`config.mk`:
```
export PLATFORM = sky130hd
export DESIGN_NAME = csi_frame_top
export DESIGN_NICKNAME = d
export VERILOG_FILES = /design/src/hdl/ctrl_pkg.sv /design/src/hdl/csi_pkg.sv /design/src/hdl/csi_frame_top.sv /design/src/hdl/board_ctrl.sv /design/src/hdl/pixel_merger.sv /design/src/hdl/lane_slice.sv /design/src/hdl/lane_capture.sv
export SDC_FILE = /design/constraint.sdc
export NUM_CORES = 1
export LEC_CHECK = 0
export ABC_AREA = 0
export BUFFER_PORTS_ARGS = -buffer_cell sky130_fd_sc_hd__buf_4
export CAP_MARGIN = 5
export CORE_ASPECT_RATIO = 0.8
export CORE_MARGIN = 2
export CORE_UTILIZATION = 30
export CTS_CLUSTER_DIAMETER = 60
export DETAILED_ROUTE_END_ITERATION = 10
export PLACE_DENSITY = 0.51
export SLEW_MARGIN = 20
export SYNTH_ARGS = -nofsm -noshare
export SYNTH_HDL_FRONTEND = slang
export SYNTH_SLANG_ARGS = --single-unit
```
`constraint.sdc`:
```
create_clock -name w_csi_rx_clk -period 3.05 [get_ports w_csi_rx_clk]
set_input_delay 0.1525 -clock w_csi_rx_clk [delete_from_list [all_inputs] [get_ports w_csi_rx_clk]]
set_output_delay 0.1525 -clock w_csi_rx_clk [all_outputs]
set_load 0.01 [all_outputs]
```
`src/hdl/ctrl_pkg.sv`:
```
package ctrl_pkg;

	//////////////////////////////////////////////////////////////////////
	// Register write port
	//////////////////////////////////////////////////////////////////////

	// Index / command / data write, one cycle strobe
	typedef struct packed {
		logic [7:0]  index;
		logic [7:0]  cmd;
		logic [31:0] data;
		logic        valid;
	} reg_wr_t;

	// Only decoded index
	localparam logic [7:0] REG_INDEX_CTRL = 8'h00;

	// Lane polarity, data[3:0], one bit per lane
	localparam logic [7:0] CMD_LANE_POL = 8'h01;
	// Backlight duty, data[7:0]
	localparam logic [7:0] CMD_PWM_DUTY = 8'h03;

	// Backlight PWM
	localparam int PWM_CNT_W = 12;
	localparam int DUTY_W = 8;

	typedef logic [DUTY_W-1:0] duty_t;

endpackage

```
`src/hdl/csi_pkg.sv`:
```
package csi_pkg;

	//////////////////////////////////////////////////////////////////////
	// Lane geometry
	//////////////////////////////////////////////////////////////////////

	// Four HS data lanes, clock lane not counted
	localparam int NUM_LANES = 4;
	// One byte per lane per rx clock
	localparam int LANE_W = 8;
	// Packed pixel word width, RAW8 so one pixel per lane byte
	localparam int PIX_W = NUM_LANES * LANE_W;

	// Single HS lane byte
	typedef logic [LANE_W-1:0] lane_byte_t;

	// Lane bytes as they arrive, already aligned
	// Lane 0 sits in the lowest byte
	typedef struct packed {
		lane_byte_t [NUM_LANES-1:0] data;
		logic                       valid;
	} lane_bus_t;

	// Lane FIFO payload
	// Start of frame only ever set on lane 0
	typedef struct packed {
		lane_byte_t data;
		logic       sof;
	} lane_entry_t;

	// Four RAW8 pixels, lane 0 in bits 7:0
	typedef logic [PIX_W-1:0] pixel_word_t;

	// Merged output beat
	typedef struct packed {
		pixel_word_t word;
		logic        sof;
		logic        valid;
	} pixel_beat_t;

endpackage
```
`src/hdl/csi_frame_top.sv`:
```
module csi_frame_top import csi_pkg::*, ctrl_pkg::*; #(
	parameter int                   LANE_FIFO_DEPTH = 8,
	parameter int                   PIX_CREDITS = 4,
	parameter logic [NUM_LANES-1:0] LANE_POL_RESET = 4'b0011
) (
	input  logic        w_csi_rx_clk,
	input  logic        w_sys_rstn,
	input  lane_bus_t   lanes_i,
	input  logic        vsync_i,
	input  reg_wr_t     reg_wr_i,
	output pixel_beat_t pix_o,
	input  logic        credit_return_i,
	output logic        overflow_o,
	output logic        led_o,
	output logic        pwm_o
);

	// Capture to slices
	lane_entry_t [NUM_LANES-1:0] w_lane_wr;
	logic                        w_lane_wr_en;
	// Slices to merger
	lane_entry_t [NUM_LANES-1:0] w_heads;
	logic [NUM_LANES-1:0]        w_nonempty;
	logic [NUM_LANES-1:0]        w_lane_ovf;
	// Shared pop back to every slice
	logic                        w_pop;
	// Per-lane inversion from the register block
	logic [NUM_LANES-1:0]        w_lane_pol;

	//////////////////////////////////////////////////////////////////////
	// Receive path
	//////////////////////////////////////////////////////////////////////

	lane_capture u_capture (
		.w_csi_rx_clk (w_csi_rx_clk),
		.w_sys_rstn   (w_sys_rstn),
		.lanes_i      (lanes_i),
		.vsync_i      (vsync_i),
		.lane_wr_o    (w_lane_wr),
		.lane_wr_en_o (w_lane_wr_en),
		.led_o        (led_o)
	);

	// One buffer per lane
	for (genvar g = 0; g < NUM_LANES; g++) begin : g_lane
		lane_slice #(
			.LANE_FIFO_DEPTH (LANE_FIFO_DEPTH)
		) u_slice (
			.w_csi_rx_clk (w_csi_rx_clk),
			.w_sys_rstn   (w_sys_rstn),
			.wr_i         (w_lane_wr[g]),
			.wr_en_i      (w_lane_wr_en),
			.pol_i        (w_lane_pol[g]),
			.pop_i        (w_pop),
			.head_o       (w_heads[g]),
			.nonempty_o   (w_nonempty[g]),
			.overflow_o   (w_lane_ovf[g])
		);
	end

	pixel_merger #(
		.PIX_CREDITS (PIX_CREDITS)
	) u_merger (
		.w_csi_rx_clk    (w_csi_rx_clk),
		.w_sys_rstn      (w_sys_rstn),
		.heads_i         (w_heads),
		.nonempty_i      (w_nonempty),
		.lane_ovf_i      (w_lane_ovf),
		.pop_o           (w_pop),
		.credit_return_i (credit_return_i),
		.pix_o           (pix_o),
		.overflow_o      (overflow_o)
	);

	//////////////////////////////////////////////////////////////////////
	// Board control
	//////////////////////////////////////////////////////////////////////

	board_ctrl #(
		.LANE_POL_RESET (LANE_POL_RESET)
	) u_board (
		.w_csi_rx_clk (w_csi_rx_clk),
		.w_sys_rstn   (w_sys_rstn),
		.reg_wr_i     (reg_wr_i),
		.lane_pol_o   (w_lane_pol),
		.pwm_o        (pwm_o)
	);

endmodule

```
`src/hdl/board_ctrl.sv`:
```
module board_ctrl import csi_pkg::*, ctrl_pkg::*; #(
	parameter logic [NUM_LANES-1:0] LANE_POL_RESET = 4'b0011
) (
	input  logic                 w_csi_rx_clk,
	input  logic                 w_sys_rstn,
	input  reg_wr_t              reg_wr_i,
	output logic [NUM_LANES-1:0] lane_pol_o,
	output logic                 pwm_o
);

	logic [NUM_LANES-1:0] r_lane_pol;
	duty_t                r_duty;
	logic [PWM_CNT_W-1:0] rc_pwm;
	logic                 r_pwm;
	logic                 w_ctrl_wr;
	logic [PWM_CNT_W-1:0] w_duty_scaled;

	//////////////////////////////////////////////////////////////////////
	// Register decode
	//////////////////////////////////////////////////////////////////////

	assign w_ctrl_wr = reg_wr_i.valid && (reg_wr_i.index == REG_INDEX_CTRL);

	always_ff @(posedge w_csi_rx_clk or negedge w_sys_rstn) begin
		if (!w_sys_rstn) begin
			r_lane_pol <= LANE_POL_RESET;
			r_duty <= '0;
		end else if (w_ctrl_wr) begin
			if (reg_wr_i.cmd == CMD_LANE_POL) begin
				r_lane_pol <= reg_wr_i.data[NUM_LANES-1:0];
			end
			if (reg_wr_i.cmd == CMD_PWM_DUTY) begin
				r_duty <= reg_wr_i.data[DUTY_W-1:0];
			end
		end
	end

	//////////////////////////////////////////////////////////////////////
	// Backlight PWM
	//////////////////////////////////////////////////////////////////////

	// Duty times 16, zero duty never beats the counter
	assign w_duty_scaled = {r_duty, {(PWM_CNT_W-DUTY_W){1'b0}}};

	always_ff @(posedge w_csi_rx_clk or negedge w_sys_rstn) begin
		if (!w_sys_rstn) begin
			rc_pwm <= '0;
			r_pwm <= 1'b0;
		end else begin
			rc_pwm <= rc_pwm + 1'b1;
			r_pwm <= (w_duty_scaled > rc_pwm);
		end
	end

	assign lane_pol_o = r_lane_pol;
	assign pwm_o = r_pwm;

endmodule

```
`src/hdl/pixel_merger.sv`:
```
module pixel_merger import csi_pkg::*; #(
	parameter int PIX_CREDITS = 4
) (
	input  logic                        w_csi_rx_clk,
	input  logic                        w_sys_rstn,
	input  lane_entry_t [NUM_LANES-1:0] heads_i,
	input  logic [NUM_LANES-1:0]        nonempty_i,
	input  logic [NUM_LANES-1:0]        lane_ovf_i,
	output logic                        pop_o,
	input  logic                        credit_return_i,
	output pixel_beat_t                 pix_o,
	output logic                        overflow_o
);

	// Credit pool plus one spare count so an over-return stays visible
	localparam int CW = $clog2(PIX_CREDITS + 2);

	typedef logic [CW-1:0] cnt_t;

	cnt_t        r_credits;
	logic        r_valid;
	logic        r_sof;
	pixel_word_t r_word;
	logic        r_overflow;
	logic        w_pop;

	//////////////////////////////////////////////////////////////////////
	// Pop decision
	//////////////////////////////////////////////////////////////////////

	// The beat on pix_o still holds a credit this cycle
	// so one must be left over before popping again
	assign w_pop = (&nonempty_i) && (r_credits > cnt_t'(r_valid));
	assign pop_o = w_pop;

	always_ff @(posedge w_csi_rx_clk or negedge w_sys_rstn) begin
		if (!w_sys_rstn) begin
			r_credits <= cnt_t'(PIX_CREDITS);
			r_valid <= 1'b0;
			r_sof <= 1'b0;
			r_overflow <= 1'b0;
		end else begin
			// Spend on output valid and refill on return
			r_credits <= r_credits - cnt_t'(r_valid) + cnt_t'(credit_return_i);
			r_valid <= w_pop;
			// Frame start rides on lane 0
			r_sof <= w_pop & heads_i[0].sof;
			// Sticky until reset
			r_overflow <= r_overflow | (|lane_ovf_i);
		end
	end

	//////////////////////////////////////////////////////////////////////
	// Word packing
	//////////////////////////////////////////////////////////////////////

	// Lane i lands in byte i
	always_ff @(posedge w_csi_rx_clk) begin
		if (w_pop) begin
			for (int i = 0; i < NUM_LANES; i++) begin
				r_word[i*LANE_W +: LANE_W] <= heads_i[i].data;
			end
		end
	end

	assign pix_o = '{word: r_word, sof: r_sof, valid: r_valid};
	assign overflow_o = r_overflow;

	//////////////////////////////////////////////////////////////////////
	// Checks
	//////////////////////////////////////////////////////////////////////

	// Consumer never hands back more than it got
	a_credit_bound: assert property (
		@(posedge w_csi_rx_clk) disable iff (!w_sys_rstn)
		r_credits <= cnt_t'(PIX_CREDITS)
	);

	// A beat on the output always has a credit behind it
	a_valid_has_credit: assert property (
		@(posedge w_csi_rx_clk) disable iff (!w_sys_rstn)
		r_valid |-> (r_credits != '0)
	);

endmodule

```
`src/hdl/lane_slice.sv`:
```
module lane_slice import csi_pkg::*; #(
	parameter int LANE_FIFO_DEPTH = 8
) (
	input  logic        w_csi_rx_clk,
	input  logic        w_sys_rstn,
	input  lane_entry_t wr_i,
	input  logic        wr_en_i,
	input  logic        pol_i,
	input  logic        pop_i,
	output lane_entry_t head_o,
	output logic        nonempty_o,
	output logic        overflow_o
);

	// Pointer carries one wrap bit above the address
	localparam int AW = $clog2(LANE_FIFO_DEPTH);

	typedef logic [AW:0] ptr_t;

	// Entry storage
	lane_entry_t r_mem [0:LANE_FIFO_DEPTH-1];
	ptr_t        r_wr_ptr;
	ptr_t        r_rd_ptr;
	lane_entry_t w_wr_entry;
	logic        w_empty;
	logic        w_full;
	logic        w_push;
	logic        r_overflow;

	//////////////////////////////////////////////////////////////////////
	// Polarity correction
	//////////////////////////////////////////////////////////////////////

	// Swapped P/N on the board shows up as an inverted byte
	assign w_wr_entry = '{data: wr_i.data ^ {LANE_W{pol_i}}, sof: wr_i.sof};

	//////////////////////////////////////////////////////////////////////
	// Lane FIFO
	//////////////////////////////////////////////////////////////////////

	assign w_empty = (r_wr_ptr == r_rd_ptr);
	// Same address, different lap
	assign w_full = (r_wr_ptr[AW] != r_rd_ptr[AW]) &&
		(r_wr_ptr[AW-1:0] == r_rd_ptr[AW-1:0]);
	// Lanes cannot stall, full means the entry is lost
	assign w_push = wr_en_i & ~w_full;

	always_ff @(posedge w_csi_rx_clk or negedge w_sys_rstn) begin
		if (!w_sys_rstn) begin
			r_wr_ptr <= '0;
			r_rd_ptr <= '0;
			r_overflow <= 1'b0;
		end else begin
			if (w_push) begin
				r_wr_ptr <= r_wr_ptr + ptr_t'(1);
			end
			if (pop_i) begin
				r_rd_ptr <= r_rd_ptr + ptr_t'(1);
			end
			// One-cycle pulse per dropped entry
			r_overflow <= wr_en_i & w_full;
		end
	end

	// Storage write
	always_ff @(posedge w_csi_rx_clk) begin
		if (w_push) begin
			r_mem[r_wr_ptr[AW-1:0]] <= w_wr_entry;
		end
	end

	// Head is read straight from storage, first-word fall-through
	assign head_o = r_mem[r_rd_ptr[AW-1:0]];
	assign nonempty_o = ~w_empty;
	assign overflow_o = r_overflow;

	//////////////////////////////////////////////////////////////////////
	// Checks
	//////////////////////////////////////////////////////////////////////

	// Shared pop from the merger must only come when this lane holds data
	a_no_pop_empty: assert property (
		@(posedge w_csi_rx_clk) disable iff (!w_sys_rstn)
		pop_i |-> nonempty_o
	);

endmodule

```
`src/hdl/lane_capture.sv`:
```
module lane_capture import csi_pkg::*; (
	input  logic                        w_csi_rx_clk,
	input  logic                        w_sys_rstn,
	input  lane_bus_t                   lanes_i,
	input  logic                        vsync_i,
	output lane_entry_t [NUM_LANES-1:0] lane_wr_o,
	output logic                        lane_wr_en_o,
	output logic                        led_o
);

	// Registered lane bytes
	lane_byte_t [NUM_LANES-1:0] r_lane_data;
	logic                       r_lane_valid;
	// Frame start tag for the registered beat
	logic                       r_sof;
	// Set by vsync fall, waits for the next valid beat
	logic                       r_sof_armed;
	// Two-stage vsync history, [1] is older
	logic [1:0]                 r_vsync;
	// Frame counter for the LED
	logic [3:0]                 rc_vsync;
	logic                       w_vsync_fall;
	logic                       w_vsync_rise;

	assign w_vsync_fall = (r_vsync == 2'b10);
	assign w_vsync_rise = (r_vsync == 2'b01);

	//////////////////////////////////////////////////////////////////////
	// Control state
	//////////////////////////////////////////////////////////////////////

	always_ff @(posedge w_csi_rx_clk or negedge w_sys_rstn) begin
		if (!w_sys_rstn) begin
			r_vsync <= 2'b00;
			r_lane_valid <= 1'b0;
			r_sof <= 1'b0;
			r_sof_armed <= 1'b0;
			rc_vsync <= 4'd0;
		end else begin
			r_vsync <= {r_vsync[0], vsync_i};
			r_lane_valid <= lanes_i.valid;
			// Tag goes on the first valid beat, fall in the same cycle counts too
			r_sof <= lanes_i.valid & (r_sof_armed | w_vsync_fall);
			if (lanes_i.valid) begin
				r_sof_armed <= 1'b0;
			end else if (w_vsync_fall) begin
				r_sof_armed <= 1'b1;
			end
			// Count frames on vsync rise
			if (w_vsync_rise) begin
				rc_vsync <= rc_vsync + 4'd1;
			end
		end
	end

	// Lane bytes, held between beats
	always_ff @(posedge w_csi_rx_clk) begin
		if (lanes_i.valid) begin
			r_lane_data <= lanes_i.data;
		end
	end

	// Fan out one entry per lane, sof on lane 0 only
	always_comb begin
		for (int i = 0; i < NUM_LANES; i++) begin
			lane_wr_o[i].data = r_lane_data[i];
			lane_wr_o[i].sof = (i == 0) ? r_sof : 1'b0;
		end
	end

	assign lane_wr_en_o = r_lane_valid;
	// Toggles every eight frames
	assign led_o = rc_vsync[3];

endmodule

```
==> results of run 1 <==
state kept, by name, summed over array words and instances, names as in the netlist, 2 cells and up:
register	flops
g_lane.u_slice.r_mem	264
u_capture.lane_wr_o	32
u_merger.r_word	32
g_lane.u_slice.r_rd_ptr	16
g_lane.u_slice.r_wr_ptr	16
u_board.rc_pwm	12
u_board.r_duty	8
g_lane.u_slice.overflow_o	4
u_board.lane_pol_o	4
u_capture.rc_vsync	4
u_merger.r_credits	3
u_capture.r_vsync	2
synthesized netlist by cell type (all sizes together) (15+ instances only):
cell / instances
ha: 22
nand2: 20
nor3: 15
nor2: 38
mux4: 66
mux2: 53
edfxtp: 328
dfrtp: 73
buf: 18
xnor2: 31
inv: 20
xor2: 53
nand3: 18
worst paths after layout:
path / cells after the start / slack [ns] / end
max: 5 / 0.79 / g_lane[2].u_slice.r_mem[1][5]$_DFFE_PP_
min: 1 / 0.07 / u_capture.lane_wr_en_o$_DFF_PN0_
max reg2reg: 5 / 0.79 / g_lane[2].u_slice.r_mem[1][5]$_DFFE_PP_
min reg2reg: 0 / 0.38 / u_capture.r_vsync[1]$_DFF_PN0_
max in group asynchronous: 2 / 2.38 / g_lane[2].u_slice.r_wr_ptr[2]$_DFFE_PN0P_
min in group asynchronous: 2 / 0.16 / u_capture.rc_vsync[3]$_DFFE_PN0N_
worst max-delay path: cells and delay by family, from the launching register on:
| family | cells | cell delay [ns] |
|---|---|---|
| AO/OA/AOI/OAI | 1 | 0.46 |
| buffers and inverters | 1 | 0.23 |
| AND/OR/NAND/NOR | 2 | 0.60 |
| XOR/XNOR | 1 | 0.19 |
| flip-flops | 1 | 0.48 |
kinds of logic after synthesis:
kind of cell,share of synthesized area [%]
AOI/OAI and AO/OA,0.699
and+or+nand+nor,3.98
xor gates and xnor gates,4.62
DFF,73.8
buffers and inverters,1.61
adders and majority gates,1.85
muxes,13.4
area by class of cell:
type / count / area, um^2 / area share [%]
well taps: 693 / 867 / 4.41
clock buffers: 62 / 1270 / 6.47
inverters: 20 / 75.1 / 0.381
multi-input cells: 363 / 3920 / 19.9
flip-flops and latches: 404 / 11800 / 59.7
repair buffers: 195 / 1580 / 8.00
clock inverters: 22 / 221 / 1.13
power by group through the flow:
| stage | clock (mW) | combinational [mW] | sequential (mW) |
|---|---|---|---|
| global route | 5.85 | 6.47 | 8.13 |
| global placement | 0 | 5.94 | 8.10 |
| CTS | 5.63 | 6.06 | 8.03 |
| floorplan | 0 | 3.95 | 8.11 |
| detailed placement | 0 | 6.00 | 8.14 |
| finish | 5.43 | 5.83 | 8.01 |
metrics by stage:
step                      instances  hold WS (ns)  cell area [um^2]  util [%]  setup WS, ns
final                          1759        0.0746             19700      37.5         0.794
after floorplan                 819        -0.143             15900         -         0.494
after CTS                      1759        0.0442             19700      37.5         0.715
after detailed placement       1632         0.263             17800      33.8         0.726
after global routing           1759        0.0655             19700      37.5         0.577
after global placement         1632         0.263             17800      33.8         0.777
per-layer routing:
layer	up-vias	share of wire [%]
met5	-	0
met4	0	2.1
met3	55	5.2
met2	131	45
met1	3904	47
li1	3599	-
==> run metrics, run 1 <==
outcome=finished, final reports clean; Tot Pwr=19.3 mW; required time worst endpoint=3.32 ns; aggregate global-route resource usage=a little under an eighth; DR iter-0 viols=423; met1 usage in global routing=about 16%; CTS tree=built; most common cell after layout, fill and taps aside=edfxtp_1; crit-path cells=xnor2_1, a41oi_1, or2b_1, nor2_1, buf_4; vias in the first global route=8267; Vias=just under 8000; first-pass iteration count of the detailed router=4; Ports=123; final setup TNS=0 ns; Worst Setup Start Kind=register; sequential fraction of the synthesis area=between 70% and 80%; Vias/cell=4.37; initial antenna violation count=1; Routed Wire Length=31300 um; Site Rows=75; Slowest cell on crit path=dfrtp_1; Slew @ Worst Pin=0.737 ns; clock slew at reported path FFs=0.06 ns; Net Count, Synth=928; number of diodes=0; Mapped Area=0.0159 mm^2; worst vdd ir=754 uV; clock sinks=404; Final Hold Vio Count=0; Worst setup startpoint=g_lane[2].u_slice.r_wr_ptr[0]$_DFFE_PN0P_; Slew Limit Fails=0; Synth Flop Type=edfxtp_1; Warnings, synthesis=0; HPWL Detailed=19200 um; fillers=~4800; CTS buffer count=45; MaxCap Viol Count=0; Post-layout nets=1138; CP Data Arrival Time=2.53 ns; Fmax=about 0.44 GHz; largest cells by area after synthesis=edfxtp_1, dfrtp_1, mux4_2; largest net degree at the start of global routing=77; Comb pwr share=30.3%; RSZ-0062 raised after global routing=no; post_cts resized=0; GRT busiest layer=met2; clock latency on the worst-skew pair=0.57 ns; Area Overhead vs Synth=23.6%; met3 Track Usage GR=2.91%; met2 Track Usage GR=18.4%; postcts setup bufs=0; Hold Crit Class=in -> reg; Gate Count Post-Synth=819; CP max stage delay=0.48 ns; setup violators final=0; Root Driver=clkbuf_16; LEAKAGE=roughly 7.2 nW; Seq pwr share=41.5%; pwr dens=about 980 mW/mm^2; Die ar.=0.0550 mm^2; most frequent cells in the layout=edfxtp_1, buf_4, dfrtp_1; Avg Cell Area, Syn=roughly 19 um^2; Die Y-Extent=210 um; Final Skew=0.0245 ns; detailed-route DRC error count=0; largest area contributor in the netlist=edfxtp_1; top-area cell type share of the netlist area=61.8%; Die W=262 um; Port Buffers=98; Cell variety after synth=46; Internal=13.5 mW; Clock Tree Buf Depth=3; CP Class=reg -> reg; first-pass GRT wire length=48800 um; Core Footprint=0.0525 mm^2; # hold bufs at CTS=43; CP endpoint kind=register; final antenna-violating net count=0; Max-slew headroom=50.7%; Synth async-reset ratio=18.8%; routed length per placed instance=17.8 um; clock network power share=around 28%; ratio of cells with drive above 1 in the final layout=32.6%; minimum clock period=2.26 ns; sw frac=30.0%; r2r startpoint=g_lane[2].u_slice.r_wr_ptr[0]$_DFFE_PN0P_; H-tree lvl count=2; Starting Density=a little under a third; Post-synth EDFFs=328; flops & latches, synth=404; total global routing overflow=0; gpl congestion=0.675; crit-path max FO=8; switching power=5.77 mW; Hold Crit Start=lanes_i[0]; Final Cycle Share=74.0%
No activity file was read; power rests on OpenSTA's default activity.
==> run 2: changes to the inputs <==
Clock period 3.05 ns to 2.3 ns, I/O delays scaled along.
==> run metrics, run 2 (same netlist as run 1, synthesis figures left out) <==
Sequential Area=0.0118 mm^2 (unchanged); Core Footprint=0.0525 mm^2 (unchanged); pwr dens=1310 mW/mm^2 (+34%); Worst Setup Start Kind=register; Final Hold Vio Count=0 (unchanged); Ports=123 (unchanged); RSZ-0062 raised after global routing=no; Die ar.=0.0550 mm^2 (unchanged); CP max stage delay=0.38 ns (-0.10 ns); aggregate global-route resource usage=11.8% (-0.11 points); Fmax=0.475 GHz (+7.2%); r2r startpoint=u_merger.r_valid$_DFF_PN0_; Starting Density=30.4% (unchanged); Vias=7760 (+0.92%); Slew Limit Fails=0 (unchanged); outcome=finished, final reports clean; # hold bufs at CTS=43 (unchanged); Routed Wire Length=31300 um (about the same); LEAKAGE=7.28 nW (+0.51%); first-pass iteration count of the detailed router=4 (unchanged); fillers=4819 (+0.56%); final antenna-violating net count=0 (unchanged); Die W=262 um (unchanged); first-pass GRT wire length=48600 um (-0.57%); Clock Tree Buf Depth=3 (unchanged); CTS tree=built; clock slew at reported path FFs=0.06 ns (about the same); R2R setup slack=0.20 ns (-0.60 ns); Site Rows=75 (unchanged); H-tree lvl count=2 (unchanged); Vias/cell=4.40 (+0.69%); routed length per placed instance=17.8 um (-0.22%); Hold Crit Start=lanes_i[0]; MaxCap Viol Count=0 (unchanged); number of diodes=0 (unchanged); crit-path max FO=15 (+7); Slew @ Worst Pin=0.803 ns (+0.0659 ns); worst vdd ir=668 uV (-11%); total global routing overflow=0 (unchanged); worst slack at placement=0.194 ns (-0.532 ns); clock sinks=404 (unchanged); postcts setup bufs=0 (unchanged); Area Overhead vs Synth=24.2%; DR iter-0 viols=478 (+13%); CP Data Arrival Time=2.37 ns (-0.16 ns); HPWL Detailed=19200 um (about the same); post_cts resized=0 (unchanged); Final Skew=0.0237 ns (-0.000755 ns); gpl congestion=0.703 (+4.2%); max reg flops=264 (unchanged); setup violators final=0 (unchanged); multi-input combinational cell area=0.00392 mm^2 (+0.13%); Max-slew headroom=46.5% (-4.2 points); CP endpoint kind=register; hold path endpoint=u_capture.lane_wr_en_o$_DFF_PN0_; Final Cycle Share=91.5% (+18 points); Post-layout nets=1142 (+0.35%); reg2reg path depth=6 (+1); Port Buffers=98 (unchanged); setup ws final=0.195 ns (-0.599 ns); Slowest cell on crit path=dfrtp_1; Reg-to-Reg End=u_merger.r_word[25]$_DFFE_PP_; CTS buffer count=45 (unchanged); final setup TNS=0 ns (unchanged); largest net degree at the start of global routing=44 (-43%); vias in the first global route=8257 (-0.12%); clock latency on the worst-skew pair=0.57 ns (about the same); minimum clock period=2.10 ns (-0.151 ns); ratio of cells with drive above 1 in the final layout=33.2% (+0.63 points); crit-path cells=ha_1, a32oi_1, nand2_2, or2_1, clkinvlp_4, buf_12; Hold Crit Class=in -> reg; most common cell after layout, fill and taps aside=edfxtp_1; CP Class=reg -> reg; Die Y-Extent=210 um (unchanged); most frequent cells in the layout=edfxtp_1, buf_4, dfrtp_1; initial antenna violation count=0 (-1); Hold Path Cell Cnt=1 (unchanged); Root Driver=clkbuf_16; required time worst endpoint=2.56 ns (-0.76 ns); detailed-route DRC error count=0 (unchanged)
## run 2: final cells by class
class	count	area share, %
Multi-Input combinational cell	363	19.8
Timing Repair Buffer	199	8.35
Clock buffer	56	6.27
Sequential cell	404	59.4
Tap cell	693	4.38
Clock inverter	28	1.35
Inverter	20	0.399
## run 2: metal layers
layer | GRT usage (%) | share of wire, % | vias up | routed length [um]
met5 | 0 | 0 | - | 0
met4 | 4.11 | 2.3 | 0 | 722
met3 | 2.27 | 3.6 | 49 | 1130
met2 | 18.0 | 46 | 131 | 14400
met1 | 16.7 | 48 | 3981 | 15100
li1 | - | - | 3599 | -
## run 2: worst max path at each step
| stage | slack (ns) | from | to |
|---|---|---|---|
| finish | 0.20 | u_merger.r_valid$_DFF_PN0_ | u_merger.r_word[25]$_DFFE_PP_ |
| global route | 0.07 | u_merger.r_credits[2]$_DFF_PN1_ | u_merger.r_word[25]$_DFFE_PP_ |
| CTS | 0.18 | u_merger.r_valid$_DFF_PN0_ | u_merger.r_word[28]$_DFFE_PP_ |
| detailed placement | 0.19 | u_merger.r_credits[2]$_DFF_PN1_ | u_merger.r_word[22]$_DFFE_PP_ |
| global placement | 0.23 | u_merger.r_credits[2]$_DFF_PN1_ | u_merger.r_word[22]$_DFFE_PP_ |
| floorplan | 0.02 | g_lane[2].u_slice.r_rd_ptr[0]$_DFFE_PN0P_ | u_merger.r_word[0]$_DFFE_PP_ |
## run 2: per-stage QoR
| stage | util [%] | std cells | hold slack, ns | instance area, um^2 | total power, mW |
|---|---|---|---|---|---|
| global route | 37.7 | 1763 | 0.0392 | 19800 | 27.5 |
| finish | 37.7 | 1763 | 0.0330 | 19800 | 26.0 |
| detailed placement | 34.0 | 1636 | 0.162 | 17800 | 19.0 |
| CTS | 37.7 | 1763 | 0.0243 | 19800 | 26.5 |
| global placement | 34.0 | 1636 | 0.158 | 17800 | 18.9 |
| floorplan | - | 819 | -0.181 | 15900 | 16.0 |
## run 2: report_power, final
part	internal (mW)	switching, mW
sequential	9.98	0.630
clock	4.30	2.96
combinational	3.92	4.19
total	18.2	7.78
## run 2: worst max-delay path, delay by kind of cell, from the launching register on
| family | cells | cell delay, ns |
|---|---|---|
| AND/OR/NAND/NOR | 2 | 0.42 |
| flip-flops | 1 | 0.38 |
| buffers and inverters | 2 | 0.35 |
| adder cells (fa/ha/maj) | 1 | 0.31 |
| AO/OA/AOI/OAI | 1 | 0.31 |
